--- config.mk ---
export PLATFORM = sky130hd
export DESIGN_NAME = vmask_top
export DESIGN_NICKNAME = d
export VERILOG_FILES = /design/src/verilog/vmask_pkg.sv /design/src/verilog/first_one_encoder.sv /design/src/verilog/mask_exec.sv /design/src/verilog/mask_regfile.sv /design/src/verilog/mask_unit.sv /design/src/verilog/popcount8.sv /design/src/verilog/vmask_top.sv /design/src/verilog/vreg_arbiter.sv
export SDC_FILE = /design/constraint.sdc
export NUM_CORES = 2
export LEC_CHECK = 0
export BUFFER_PORTS_ARGS = -buffer_cell sky130_fd_sc_hd__buf_2
export CELL_PAD_IN_SITES_DETAIL_PLACEMENT = 0
export CELL_PAD_IN_SITES_GLOBAL_PLACEMENT = 2
export CORE_MARGIN = 2
export CORE_UTILIZATION = 50
export DETAILED_ROUTE_END_ITERATION = 6
export PLACE_DENSITY_LB_ADDON = 0.1
export SETUP_SLACK_MARGIN = 0.15
export SYNTH_ARGS = -nofsm -noshare
export SYNTH_HDL_FRONTEND = slang
export SYNTH_SLANG_ARGS = --single-unit
--- constraint.sdc ---
create_clock -name clk -period 13.9 [get_ports clk]
set_input_delay 1.39 -clock clk [delete_from_list [all_inputs] [get_ports clk]]
set_output_delay 1.39 -clock clk [all_outputs]
set_load 0.005 [all_outputs]
--- src/verilog/vmask_pkg.sv ---
// vmask package: sizes, opcode and FSM enums, command and register access structs
`default_nettype none

package vmask_pkg;

  // ****************************************
  // sizes
  // ****************************************
  localparam int XLEN       = 32;                 // register width, one bit per element
  localparam int NREGS      = 32;                 // vector registers in the file
  localparam int REG_AW     = 5;                  // register address width
  localparam int IOTA_ELEMS = 8;                  // iota elements written per command
  localparam int IOTA_IW    = $clog2(IOTA_ELEMS); // iota element counter width

  // ****************************************
  // enums
  // ****************************************
  typedef enum logic [3:0] {
    VMASK_AND   = 4'd0,
    VMASK_OR    = 4'd1,
    VMASK_XOR   = 4'd2,
    VMASK_POPC  = 4'd3,   // scalar result
    VMASK_FIRST = 4'd4,   // scalar result, all ones when empty
    VMASK_SBF   = 4'd5,
    VMASK_SIF   = 4'd6,
    VMASK_SOF   = 4'd7,
    VMASK_IOTA  = 4'd8    // multi register write
  } mask_op_e;

  // mask_exec sequencer states
  typedef enum logic [2:0] {
    EX_IDLE    = 3'd0,
    EX_RD_MASK = 3'd1,    // read v0
    EX_RD_VS2  = 3'd2,
    EX_RD_VS1  = 3'd3,
    EX_WRITE   = 3'd4,    // single result write to vd
    EX_IOTA_WR = 3'd5,    // IOTA_ELEMS writes from vd upward
    EX_DONE    = 3'd6
  } exec_state_e;

  // ****************************************
  // structs
  // ****************************************
  typedef struct packed {
    mask_op_e          op;
    logic [REG_AW-1:0] vd;
    logic [REG_AW-1:0] vs1;
    logic [REG_AW-1:0] vs2;
    logic              vm;       // 1: unmasked, all ones instead of v0
    logic              in_inv;   // invert vs1 before a logical op
    logic              out_inv;  // invert logical op result
  } mask_cmd_t;

  // one register file access, read when we is low
  typedef struct packed {
    logic              we;
    logic [REG_AW-1:0] addr;
    logic [XLEN-1:0]   wdata;
  } vreg_req_t;

  // operand set from mask_exec into the mask datapath
  typedef struct packed {
    logic [XLEN-1:0] vs1_data;
    logic [XLEN-1:0] vs2_data;
    logic [XLEN-1:0] mask_32bit;
    mask_op_e        op;
    logic            in_inv;
    logic            out_inv;
    logic [XLEN-1:0] iota_res;   // running count for the current iota element
  } mask_operands_t;

endpackage

`default_nettype wire

--- src/verilog/first_one_encoder.sv ---
// first_one_encoder: index of the lowest bit set in both in and ena, with found strobe
`timescale 1ns/1ps
`default_nettype none

module first_one_encoder
  import vmask_pkg::*;
(
  input  wire logic [XLEN-1:0] in,
  input  wire logic [XLEN-1:0] ena,
  output logic                 strobe,  // 0: no enabled bit set
  output logic [4:0]           out
);

  logic [XLEN-1:0] hits;

  assign hits = in & ena;  // only active elements count

  // scan from the top down so the lowest hit is the last one written
  always_comb begin
    strobe = 1'b0;
    out    = '0;     // stays zero when nothing hits
    for (int i = XLEN - 1; i >= 0; i--) begin
      if (hits[i]) begin
        strobe = 1'b1;
        out    = 5'(i);
      end
    end
  end

endmodule

`default_nettype wire

--- src/verilog/mask_exec.sv ---
// mask_exec: sequences one mask command, operand reads, iota loop and result writes
`timescale 1ns/1ps
`default_nettype none

module mask_exec
  import vmask_pkg::*;
(
  input  wire logic            clk,
  input  wire logic            rst_n,
  input  wire logic            cmd_valid,
  input  wire mask_cmd_t       cmd,
  output logic                 busy,
  output logic                 done,
  output logic [XLEN-1:0]      scalar_result,
  output vreg_req_t            exec_req,
  output logic                 exec_req_valid,
  input  wire logic            exec_gnt,
  input  wire logic [XLEN-1:0] rdata
);

  exec_state_e     state, state_nxt;
  exec_state_e     rd_sel;        // state that issued the read now returning
  logic            rd_ack;        // rdata holds our read this cycle
  mask_cmd_t       cmd_q;
  logic [XLEN-1:0] mask_q, vs2_q, vs1_q;
  logic [XLEN-1:0] iota_bits;     // vs2 under the mask
  logic [XLEN-1:0] iota_cnt;      // set bits below the current element
  logic [IOTA_IW-1:0] iota_idx;
  logic            cmd_accept;
  logic            iota_last;
  logic            wr_phase;      // a write state, exec_req carries data
  mask_operands_t  operands;
  logic [XLEN-1:0] wdata_m;

  assign cmd_accept = cmd_valid && !busy;   // strobes while busy are dropped
  assign busy       = (state != EX_IDLE);
  assign done       = (state == EX_DONE);
  assign iota_bits  = vs2_q & mask_q;
  assign iota_last  = (iota_idx == IOTA_IW'(IOTA_ELEMS - 1));
  assign wr_phase   = (state == EX_WRITE) || (state == EX_IOTA_WR);

  // ****************************************
  // request to the arbiter
  // ****************************************
  always_comb begin
    exec_req.we    = wr_phase;
    exec_req.wdata = wr_phase ? wdata_m : '0;   // reads hold a quiet data field
    case (state)
      EX_RD_MASK : exec_req.addr = '0;                               // v0
      EX_RD_VS2  : exec_req.addr = cmd_q.vs2;
      EX_RD_VS1  : exec_req.addr = cmd_q.vs1;
      EX_WRITE   : exec_req.addr = cmd_q.vd;
      EX_IOTA_WR : exec_req.addr = cmd_q.vd + REG_AW'(iota_idx);     // wraps mod 32
      default    : exec_req.addr = '0;
    endcase
    case (state)
      EX_RD_MASK, EX_RD_VS2, EX_RD_VS1 : exec_req_valid = 1'b1;
      EX_WRITE, EX_IOTA_WR             : exec_req_valid = !rd_ack;   // last operand lands first
      default                          : exec_req_valid = 1'b0;
    endcase
  end

  always_comb begin
    state_nxt = state;
    case (state)
      EX_IDLE    : if (cmd_accept) state_nxt = EX_RD_MASK;
      EX_RD_MASK : if (exec_gnt) state_nxt = EX_RD_VS2;
      EX_RD_VS2  : if (exec_gnt) state_nxt = (cmd_q.op == VMASK_IOTA) ? EX_IOTA_WR : EX_RD_VS1;
      EX_RD_VS1  : if (exec_gnt) state_nxt = EX_WRITE;
      EX_WRITE   : if (exec_gnt) state_nxt = EX_DONE;
      EX_IOTA_WR : if (exec_gnt && iota_last) state_nxt = EX_DONE;
      EX_DONE    : state_nxt = EX_IDLE;          // one cycle done pulse
      default    : state_nxt = EX_IDLE;
    endcase
  end

  // ****************************************
  // control state
  // ****************************************
  always_ff @(posedge clk) begin
    if (!rst_n) begin
      state         <= EX_IDLE;
      rd_ack        <= 1'b0;
      scalar_result <= '0;
      iota_idx      <= '0;
      iota_cnt      <= '0;
    end else begin
      state  <= state_nxt;
      rd_ack <= exec_req_valid && exec_gnt && !exec_req.we;
      if (cmd_accept) begin
        iota_idx <= '0;
        iota_cnt <= '0;
      end
      if ((state == EX_IOTA_WR) && exec_gnt) begin
        iota_idx <= iota_idx + 1'b1;
        iota_cnt <= iota_cnt + XLEN'(iota_bits[iota_idx]);  // add bit k after writing k
      end
      if ((state == EX_WRITE) && exec_gnt &&
          ((cmd_q.op == VMASK_POPC) || (cmd_q.op == VMASK_FIRST)))
        scalar_result <= wdata_m;
    end
  end

  // command and operand payload
  always_ff @(posedge clk) begin
    if (cmd_accept) cmd_q <= cmd;
    rd_sel <= state;
    if (rd_ack) begin
      case (rd_sel)
        EX_RD_MASK : mask_q <= cmd_q.vm ? '1 : rdata;  // unmasked ignores v0
        EX_RD_VS2  : vs2_q  <= rdata;
        EX_RD_VS1  : vs1_q  <= rdata;
        default    : ;
      endcase
    end
  end

  // ****************************************
  // datapath
  // ****************************************
  assign operands.vs1_data   = vs1_q;
  assign operands.vs2_data   = vs2_q;
  assign operands.mask_32bit = mask_q;
  assign operands.op         = cmd_q.op;
  assign operands.in_inv     = cmd_q.in_inv;
  assign operands.out_inv    = cmd_q.out_inv;
  assign operands.iota_res   = iota_cnt;

  mask_unit i_mask_unit (
    .operands (operands),
    .wdata_m  (wdata_m)
  );

  // a stalled request stays put until the arbiter grants it
  assert property (@(posedge clk) disable iff (!rst_n)
    exec_req_valid && !exec_gnt |=> exec_req_valid && $stable(exec_req))
    else $error("exec request changed without grant");

  // an accepted command moves on to its reads and shows no done yet
  assert property (@(posedge clk) disable iff (!rst_n) cmd_accept |=> busy && !done)
    else $error("accepted command did not start its operand reads");

endmodule

`default_nettype wire

--- src/verilog/mask_regfile.sv ---
// mask_regfile: single port 32x32 vector mask register file, registered read
`timescale 1ns/1ps
`default_nettype none

module mask_regfile
  import vmask_pkg::*;
(
  input  wire logic            clk,
  input  wire vreg_req_t       mem_req,
  input  wire logic            mem_valid,
  output logic [XLEN-1:0]      rdata
);

  logic [XLEN-1:0] mem [NREGS];  // one mask register per entry

  // ****************************************
  // port
  // ****************************************
  always_ff @(posedge clk) begin
    if (mem_valid) begin
      if (mem_req.we) begin
        mem[mem_req.addr] <= mem_req.wdata;  // lands on this edge
      end else begin
        rdata <= mem[mem_req.addr];          // visible next cycle
      end
    end
  end

  // rdata holds the last read while the port idles or writes

endmodule

`default_nettype wire

--- src/verilog/mask_unit.sv ---
// mask_unit: combinational mask datapath, logical ops, popc, first, sbf/sif/sof and iota
`timescale 1ns/1ps
`default_nettype none

module mask_unit
  import vmask_pkg::*;
(
  input  wire mask_operands_t  operands,
  output logic [XLEN-1:0]      wdata_m
);

  logic [XLEN-1:0] vs1_adj;      // vs1 after optional inversion
  logic [XLEN-1:0] logic_res;    // vs2 op vs1_adj
  logic [XLEN-1:0] active;       // vs2 bits under the mask
  logic [XLEN-1:0] first_elem;
  logic [4:0]      enc_idx;
  logic            enc_found;
  logic [4:0]      pc0, pc1, pc2, pc3;
  logic [5:0]      popc_sum;
  logic [5:0]      sif_amt;      // one wider, index 31 shifts everything out

  assign vs1_adj  = operands.in_inv ? ~operands.vs1_data : operands.vs1_data;
  assign active   = operands.vs2_data & operands.mask_32bit;
  assign popc_sum = 6'(pc0) + 6'(pc1) + 6'(pc2) + 6'(pc3);
  assign sif_amt  = {1'b0, enc_idx} + 6'd1;
  assign first_elem = enc_found ? XLEN'(enc_idx) : '1;  // -1 when nothing set

  // ****************************************
  // search and count
  // ****************************************
  first_one_encoder i_first_one_encoder (
    .in     (operands.vs2_data),
    .ena    (operands.mask_32bit),
    .strobe (enc_found),
    .out    (enc_idx)
  );

  popcount8 i_popcount8_0 (.add_in(active[7:0]),   .add_out(pc0));
  popcount8 i_popcount8_1 (.add_in(active[15:8]),  .add_out(pc1));
  popcount8 i_popcount8_2 (.add_in(active[23:16]), .add_out(pc2));
  popcount8 i_popcount8_3 (.add_in(active[31:24]), .add_out(pc3));

  // ****************************************
  // result select
  // ****************************************
  always_comb begin
    case (operands.op)
      VMASK_AND : logic_res = operands.vs2_data & vs1_adj;
      VMASK_OR  : logic_res = operands.vs2_data | vs1_adj;
      default   : logic_res = operands.vs2_data ^ vs1_adj;  // xor
    endcase
  end

  always_comb begin
    case (operands.op)
      VMASK_AND,
      VMASK_OR,
      VMASK_XOR   : wdata_m = operands.out_inv ? ~logic_res : logic_res;
      VMASK_POPC  : wdata_m = XLEN'(popc_sum);
      VMASK_FIRST : wdata_m = first_elem;
      VMASK_SBF   : wdata_m = ~({XLEN{1'b1}} << enc_idx);  // empty gives 0
      VMASK_SIF   : wdata_m = ~({XLEN{1'b1}} << sif_amt);  // empty gives 1
      VMASK_SOF   : wdata_m = {{(XLEN-1){1'b0}}, 1'b1} << enc_idx;
      VMASK_IOTA  : wdata_m = operands.iota_res;           // count built in mask_exec
      default     : wdata_m = '0;
    endcase
  end

  // sbf/sif/sof rely on a zero index when the search comes up empty
  always_comb begin
    assert (enc_found || enc_idx == '0)
      else $error("first_one_encoder index %0d without strobe", enc_idx);
  end

endmodule

`default_nettype wire

--- src/verilog/popcount8.sv ---
// popcount8: balanced adder tree counting the set bits of one byte
`timescale 1ns/1ps
`default_nettype none

module popcount8 (
  input  wire logic [7:0] add_in,
  output logic      [4:0] add_out
);

  logic [1:0] pair0, pair1, pair2, pair3;  // level 1, bit pairs
  logic [2:0] nib_lo, nib_hi;              // level 2, nibbles

  assign pair0 = {1'b0, add_in[0]} + {1'b0, add_in[1]};
  assign pair1 = {1'b0, add_in[2]} + {1'b0, add_in[3]};
  assign pair2 = {1'b0, add_in[4]} + {1'b0, add_in[5]};
  assign pair3 = {1'b0, add_in[6]} + {1'b0, add_in[7]};

  assign nib_lo = {1'b0, pair0} + {1'b0, pair1};  // max 4
  assign nib_hi = {1'b0, pair2} + {1'b0, pair3};

  // max 8 fits 4 bits, top bit stays zero
  assign add_out = {2'b00, nib_lo} + {2'b00, nib_hi};

endmodule

`default_nettype wire

--- src/verilog/vmask_top.sv ---
// vmask_top: mask execution subsystem, host port, mask_exec, arbiter and register file
`timescale 1ns/1ps
`default_nettype none

module vmask_top
  import vmask_pkg::*;
(
  input  wire logic              clk,
  input  wire logic              rst_n,
  input  wire logic              cmd_valid,
  input  wire mask_cmd_t         cmd,
  output logic                   busy,
  output logic                   done,
  output logic [XLEN-1:0]        scalar_result,
  input  wire logic              host_wr,
  input  wire logic              host_rd,
  input  wire logic [REG_AW-1:0] host_addr,
  input  wire logic [XLEN-1:0]   host_wdata,
  output logic [XLEN-1:0]        host_rdata
);

  vreg_req_t       host_req, exec_req, mem_req;
  logic            host_req_valid, exec_req_valid, exec_gnt, mem_valid;
  logic [XLEN-1:0] rdata;   // shared read bus, host and exec

  // host pins into one access, write wins over read
  assign host_req.we    = host_wr;
  assign host_req.addr  = host_addr;
  assign host_req.wdata = host_wdata;
  assign host_req_valid = host_wr || host_rd;
  assign host_rdata     = rdata;

  mask_exec i_mask_exec (
    .clk            (clk),
    .rst_n          (rst_n),
    .cmd_valid      (cmd_valid),
    .cmd            (cmd),
    .busy           (busy),
    .done           (done),
    .scalar_result  (scalar_result),
    .exec_req       (exec_req),
    .exec_req_valid (exec_req_valid),
    .exec_gnt       (exec_gnt),
    .rdata          (rdata)
  );

  vreg_arbiter i_vreg_arbiter (
    .host_req       (host_req),
    .host_req_valid (host_req_valid),
    .exec_req       (exec_req),
    .exec_req_valid (exec_req_valid),
    .exec_gnt       (exec_gnt),
    .mem_req        (mem_req),
    .mem_valid      (mem_valid)
  );

  mask_regfile i_mask_regfile (
    .clk       (clk),
    .mem_req   (mem_req),
    .mem_valid (mem_valid),
    .rdata     (rdata)
  );

endmodule

`default_nettype wire

--- src/verilog/vreg_arbiter.sv ---
// vreg_arbiter: fixed priority arbiter, host before exec, onto the register file port
`timescale 1ns/1ps
`default_nettype none

module vreg_arbiter
  import vmask_pkg::*;
(
  input  wire vreg_req_t  host_req,
  input  wire logic       host_req_valid,
  input  wire vreg_req_t  exec_req,
  input  wire logic       exec_req_valid,
  output logic            exec_gnt,
  output vreg_req_t       mem_req,
  output logic            mem_valid
);

  // ****************************************
  // grant
  // ****************************************
  // host never waits, exec only gets idle cycles
  assign exec_gnt = exec_req_valid && !host_req_valid;

  // ****************************************
  // port mux
  // ****************************************
  always_comb begin
    if (host_req_valid) begin
      mem_req = host_req;       // host wins
    end else begin
      mem_req = exec_req;       // exec or idle
    end
  end

  assign mem_valid = host_req_valid || exec_req_valid;

  // two writers on one port, exec must lose every shared cycle
  always_comb begin
    if (host_req_valid) begin
      assert (!exec_gnt)
        else $error("exec granted alongside host access");
    end
  end

endmodule

`default_nettype wire
==> flow_summary.yaml <==
global_route:
  number_of_antenna_violations_at_the_first_check_in_global_routing: 9
  grtUsageTotal_pct: 29.4
  first_pass_grt_wire_length_um: 221000
  first_global_vias: 29800
  grt-ovfl-total: 0
  grt_start_max_net_pins: 116
finish:
  layout-drive-gt1-share_pct: 24.8
  nets: 3450
  area_growth_syn_to_layout_pct: 13.6
  final_cell_area_sq_um: 59600
synthesis:
  synthesis.yosys.warnings: 0
  synth_compound_gate_area_share_pct: 6.18
  syn-cell-area_sq_um: 52500
  synth_xor_area_share_pct: 1.22
  postSynthAreaPerCell_sq_um: 17.2
  yosys_register_bits: 1248
  synthDistinctLibCells: 80
  synthArstFlopShare_pct: 0
  syn_nets: 3250
  combinational_family_with_the_most_area_after_synthesis: "multiplexers"
  synth_seq_area_share_pct: 69.9
  synth_top_flop_cell: "sky130_fd_sc_hd__edfxtp_1"
  fraction_of_the_mapped_netlist_area_in_adder_cells_pct: 3.31
  post_synthesis_share_of_cell_area_spent_on_and_or_nand_and_nor_gates_pct: 5.18
  syn-instance-count: 3062
  muxShareOfSynthArea_pct: 12.1
  synth_enable_flop_cells: 1174
detailed_routing:
  post-route-drc-count: 0
  drt-vias-per-instance: 6.27
  vias: 29800
  detail-route-antenna-nets: 0
  detail_routed_net_length_per_standard_cell_um: 33.0
  detail_route.wirelength_um: 157000
  dr.pass1.iters: 6
  drt_iter0_drc: 3748
clock_network:
  clockRootBuffer: "sky130_fd_sc_hd__clkbuf_16"
  post-cts-setup-buffers: 0
  clock_latency_ps: 750
  cts.sinks: 1248
  clockBufferDepth: 3
  number_of_gates_resized_after_cts: 0
  cts_tree: "yes"
  htreeDepth: 4
  cts_inserted_buffers: 133
  clkSlewWorstSetupHoldPaths_ps: 60
  cts.hold.buffers_added: 0
sta:
  timing.fmax_mhz: 143
  fin_tns_setup_ps: 0
  max-slew-margin-rel_pct: 9.50
  finalMaxSlewViolations: 0
  hold_viol: 0
  final.setup_skew_ps: 38.3
  fin_crit_sh_pct: 50.4
  rsz0062_at_grt: "no"
  worst_slew_pin_slew_ps: 1360
  finalCriticalPeriod_ps: 7010
  report.final.setup_viol: 0
worst_setup_path:
  crit-reg2reg-capture: "i_mask_regfile.mem[6][4]"
  regToRegSetupSlack_ps: 6890
  timing.setup.critical_path_class: "flip-flop to flip-flop"
  worst_setup_path_startpoint: "i_mask_exec.vs2_q[16]"
  worst-endpoint-arrival_ps: 7380
  worstRegToRegCells: 22
  r2r_start: "i_mask_exec.vs2_q[16]"
  critPathRequiredTime_ps: 14270
  crit_fanout: 32
  crit_end: "i_mask_regfile.mem[6][4]"
  worst_setup_path_end_kind: "flip-flop"
  setup.worst_path.start_class: "flip-flop"
placed_design:
  placement_cell_area_sq_um: 55400
  port-buffer-count: 129
  placed_wire_length_estimate_um: 95200
  gp_routability_congestion: 0.952
job:
  max_cap_violations: 0
power_and_ir_drop:
  worst_ir_drop_vdd_uv: 109
  p_per_area_nw_per_um2: 140
  leakage_nw: 20.0
die:
  initial_core_util_pct: 50.6
  coreArea_sq_um: 104000
  fp-row-count: 118
  top_level_ports: 130
  chipWidth_um: 328
  die-height_um: 328
  design.die.area_sq_um: 108000
run_status:
  run_status: "complete, no violations"
min_path:
  timing.hold.worst.class: "flip-flop to flip-flop"
worst min path at each step:
stage / startpoint / to / cells past startpoint
finish: i_mask_exec.scalar_result[19] / i_mask_exec.scalar_result[19] / 2
detailed placement: i_mask_exec.scalar_result[15] / i_mask_exec.scalar_result[15] / 2
global placement: i_mask_exec.scalar_result[24] / i_mask_exec.scalar_result[24] / 2
global route: i_mask_exec.scalar_result[19] / i_mask_exec.scalar_result[19] / 2
floorplan: i_mask_exec.state[2] / i_mask_exec.rd_sel[2] / 0
CTS: i_mask_exec.scalar_result[15] / i_mask_exec.scalar_result[15] / 2
cells in the mapped netlist, types with 6 or more instances:
master / count / area, sq um
sky130_fd_sc_hd__a211oi_1: 7 / 52.6
sky130_fd_sc_hd__a21oi_1: 122 / 611
sky130_fd_sc_hd__a221oi_1: 15 / 131
sky130_fd_sc_hd__a222oi_1: 8 / 80.1
sky130_fd_sc_hd__a22o_1: 13 / 114
sky130_fd_sc_hd__a22oi_1: 130 / 976
sky130_fd_sc_hd__a31oi_1: 13 / 81.3
sky130_fd_sc_hd__and2_1: 13 / 81.3
sky130_fd_sc_hd__and3_1: 10 / 62.6
sky130_fd_sc_hd__and4_1: 6 / 52.6
sky130_fd_sc_hd__buf_1: 23 / 86.3
sky130_fd_sc_hd__buf_2: 31 / 155
sky130_fd_sc_hd__clkbuf_1: 96 / 360
sky130_fd_sc_hd__dfxtp_1: 74 / 1480
sky130_fd_sc_hd__edfxtp_1: 1174 / 35300
sky130_fd_sc_hd__fa_1: 25 / 500
sky130_fd_sc_hd__ha_1: 99 / 1240
sky130_fd_sc_hd__inv_1: 117 / 439
sky130_fd_sc_hd__mux2_2: 34 / 383
sky130_fd_sc_hd__mux2i_1: 15 / 150
sky130_fd_sc_hd__mux4_2: 258 / 5810
sky130_fd_sc_hd__nand2_1: 143 / 537
sky130_fd_sc_hd__nand2b_1: 10 / 62.6
sky130_fd_sc_hd__nand3_1: 46 / 230
sky130_fd_sc_hd__nand4_1: 29 / 181
sky130_fd_sc_hd__nor2_1: 163 / 612
sky130_fd_sc_hd__nor2b_1: 47 / 294
sky130_fd_sc_hd__nor3_1: 18 / 90.1
sky130_fd_sc_hd__o211ai_1: 11 / 82.6
sky130_fd_sc_hd__o21a_1: 10 / 75.1
sky130_fd_sc_hd__o21ai_0: 91 / 455
sky130_fd_sc_hd__or2_2: 44 / 275
sky130_fd_sc_hd__or3_1: 7 / 43.8
sky130_fd_sc_hd__xnor2_1: 19 / 166
sky130_fd_sc_hd__xor2_1: 54 / 473
power by group:
group          switching (W)  internal, W
Clock                0.00144      0.00200
Sequential         0.0000538      0.00420
Combinational       0.000410     0.000226
per-layer routing:
| metal | vias up | GRT usage [%] | wire length, um |
|---|---|---|---|
| met4 | 0 | 10.3 | 5520 |
| met2 | 1281 | 48.7 | 77800 |
| li1 | 12500 | - | - |
| met5 | - | 0 | 0 |
| met1 | 15700 | 39.8 | 62200 |
| met3 | 246 | 4.82 | 11300 |
critical path, stage by stage (launching register included):
cell,delay [ps]
sky130_fd_sc_hd__edfxtp_1,420
sky130_fd_sc_hd__and2_1,250
sky130_fd_sc_hd__fa_1,550
sky130_fd_sc_hd__inv_1,50
sky130_fd_sc_hd__fa_1,500
sky130_fd_sc_hd__fa_1,550
sky130_fd_sc_hd__inv_1,50
sky130_fd_sc_hd__ha_1,220
sky130_fd_sc_hd__fa_1,440
sky130_fd_sc_hd__xnor2_1,270
sky130_fd_sc_hd__fa_1,450
sky130_fd_sc_hd__fa_1,510
sky130_fd_sc_hd__inv_1,70
sky130_fd_sc_hd__ha_1,270
sky130_fd_sc_hd__a21o_1,150
sky130_fd_sc_hd__a21oi_1,170
sky130_fd_sc_hd__xnor2_1,210
sky130_fd_sc_hd__nand2_1,90
sky130_fd_sc_hd__nand3_1,100
sky130_fd_sc_hd__a2111oi_0,80
sky130_fd_sc_hd__o21a_1,170
sky130_fd_sc_hd__a21boi_0,160
sky130_fd_sc_hd__o21ai_2,920
cell usage in the layout, fill, tap and decap left out, types with 34 or more instances in the layout:
master,count
sky130_fd_sc_hd__edfxtp_1,1174
sky130_fd_sc_hd__mux4_2,258
sky130_fd_sc_hd__nand2_1,143
sky130_fd_sc_hd__clkbuf_16,138
sky130_fd_sc_hd__a22oi_1,129
sky130_fd_sc_hd__buf_2,129
sky130_fd_sc_hd__nor2_1,125
sky130_fd_sc_hd__inv_1,117
sky130_fd_sc_hd__a21oi_1,108
sky130_fd_sc_hd__ha_1,99
sky130_fd_sc_hd__buf_4,89
sky130_fd_sc_hd__o21ai_0,81
sky130_fd_sc_hd__dfxtp_1,74
sky130_fd_sc_hd__xor2_1,54
sky130_fd_sc_hd__nand3_1,46
sky130_fd_sc_hd__nor2b_1,45
sky130_fd_sc_hd__or2_2,44
sky130_fd_sc_hd__nor2_4,38
sky130_fd_sc_hd__mux2_2,34
cells by family after synthesis:
family                   Yosys count
AND/OR/NAND/NOR                  558
adder cells (fa/ha/maj)          124
AO/OA/AOI/OAI                    478
flip-flops                      1248
multiplexers                     307
buffers and inverters            274
XOR/XNOR                          73
final cells by class:
cell class	count	area [sq um]
Fill cell	7879	44200
Sequential cell	1248	36700
Multi-Input combinational cell	1540	15200
Clock buffer	171	3640
Tap cell	1380	1730
Timing Repair Buffer	220	1350
Clock inverter	63	574
Inverter	119	447
Antenna cell	4	10.0
state kept, by name (all words and copies together), names as in the netlist:
register	count
i_mask_exec.cmd_q	22
i_mask_exec.iota_cnt	32
i_mask_exec.iota_idx	3
i_mask_exec.mask_q	32
i_mask_exec.rd_ack	1
i_mask_exec.rd_sel	3
i_mask_exec.scalar_result	32
i_mask_exec.state	3
i_mask_exec.vs1_q	32
i_mask_exec.vs2_q	32
i_mask_regfile.mem	1024
i_mask_regfile.rdata	32
through the flow:
| step | power [W] | hold WS, ps | setup WS, ps | std cells | utilization (%) |
|---|---|---|---|---|---|
| 3_5_place_dp | 0.00497 | 455 | 6900 | 4507 | 53.4 |
| 2_1_floorplan | 0.00468 | 369 | 6870 | 3062 | - |
| 3_3_place_gp | 0.00496 | 445 | 6970 | 4507 | 53.4 |
| 6_report | 0.00833 | 466 | 6890 | 4745 | 57.5 |
| 4_1_cts | 0.00838 | 469 | 6870 | 4741 | 57.4 |
| 5_1_grt | 0.00857 | 493 | 6540 | 4743 | 57.5 |
Power figures use the tool's default switching activity.
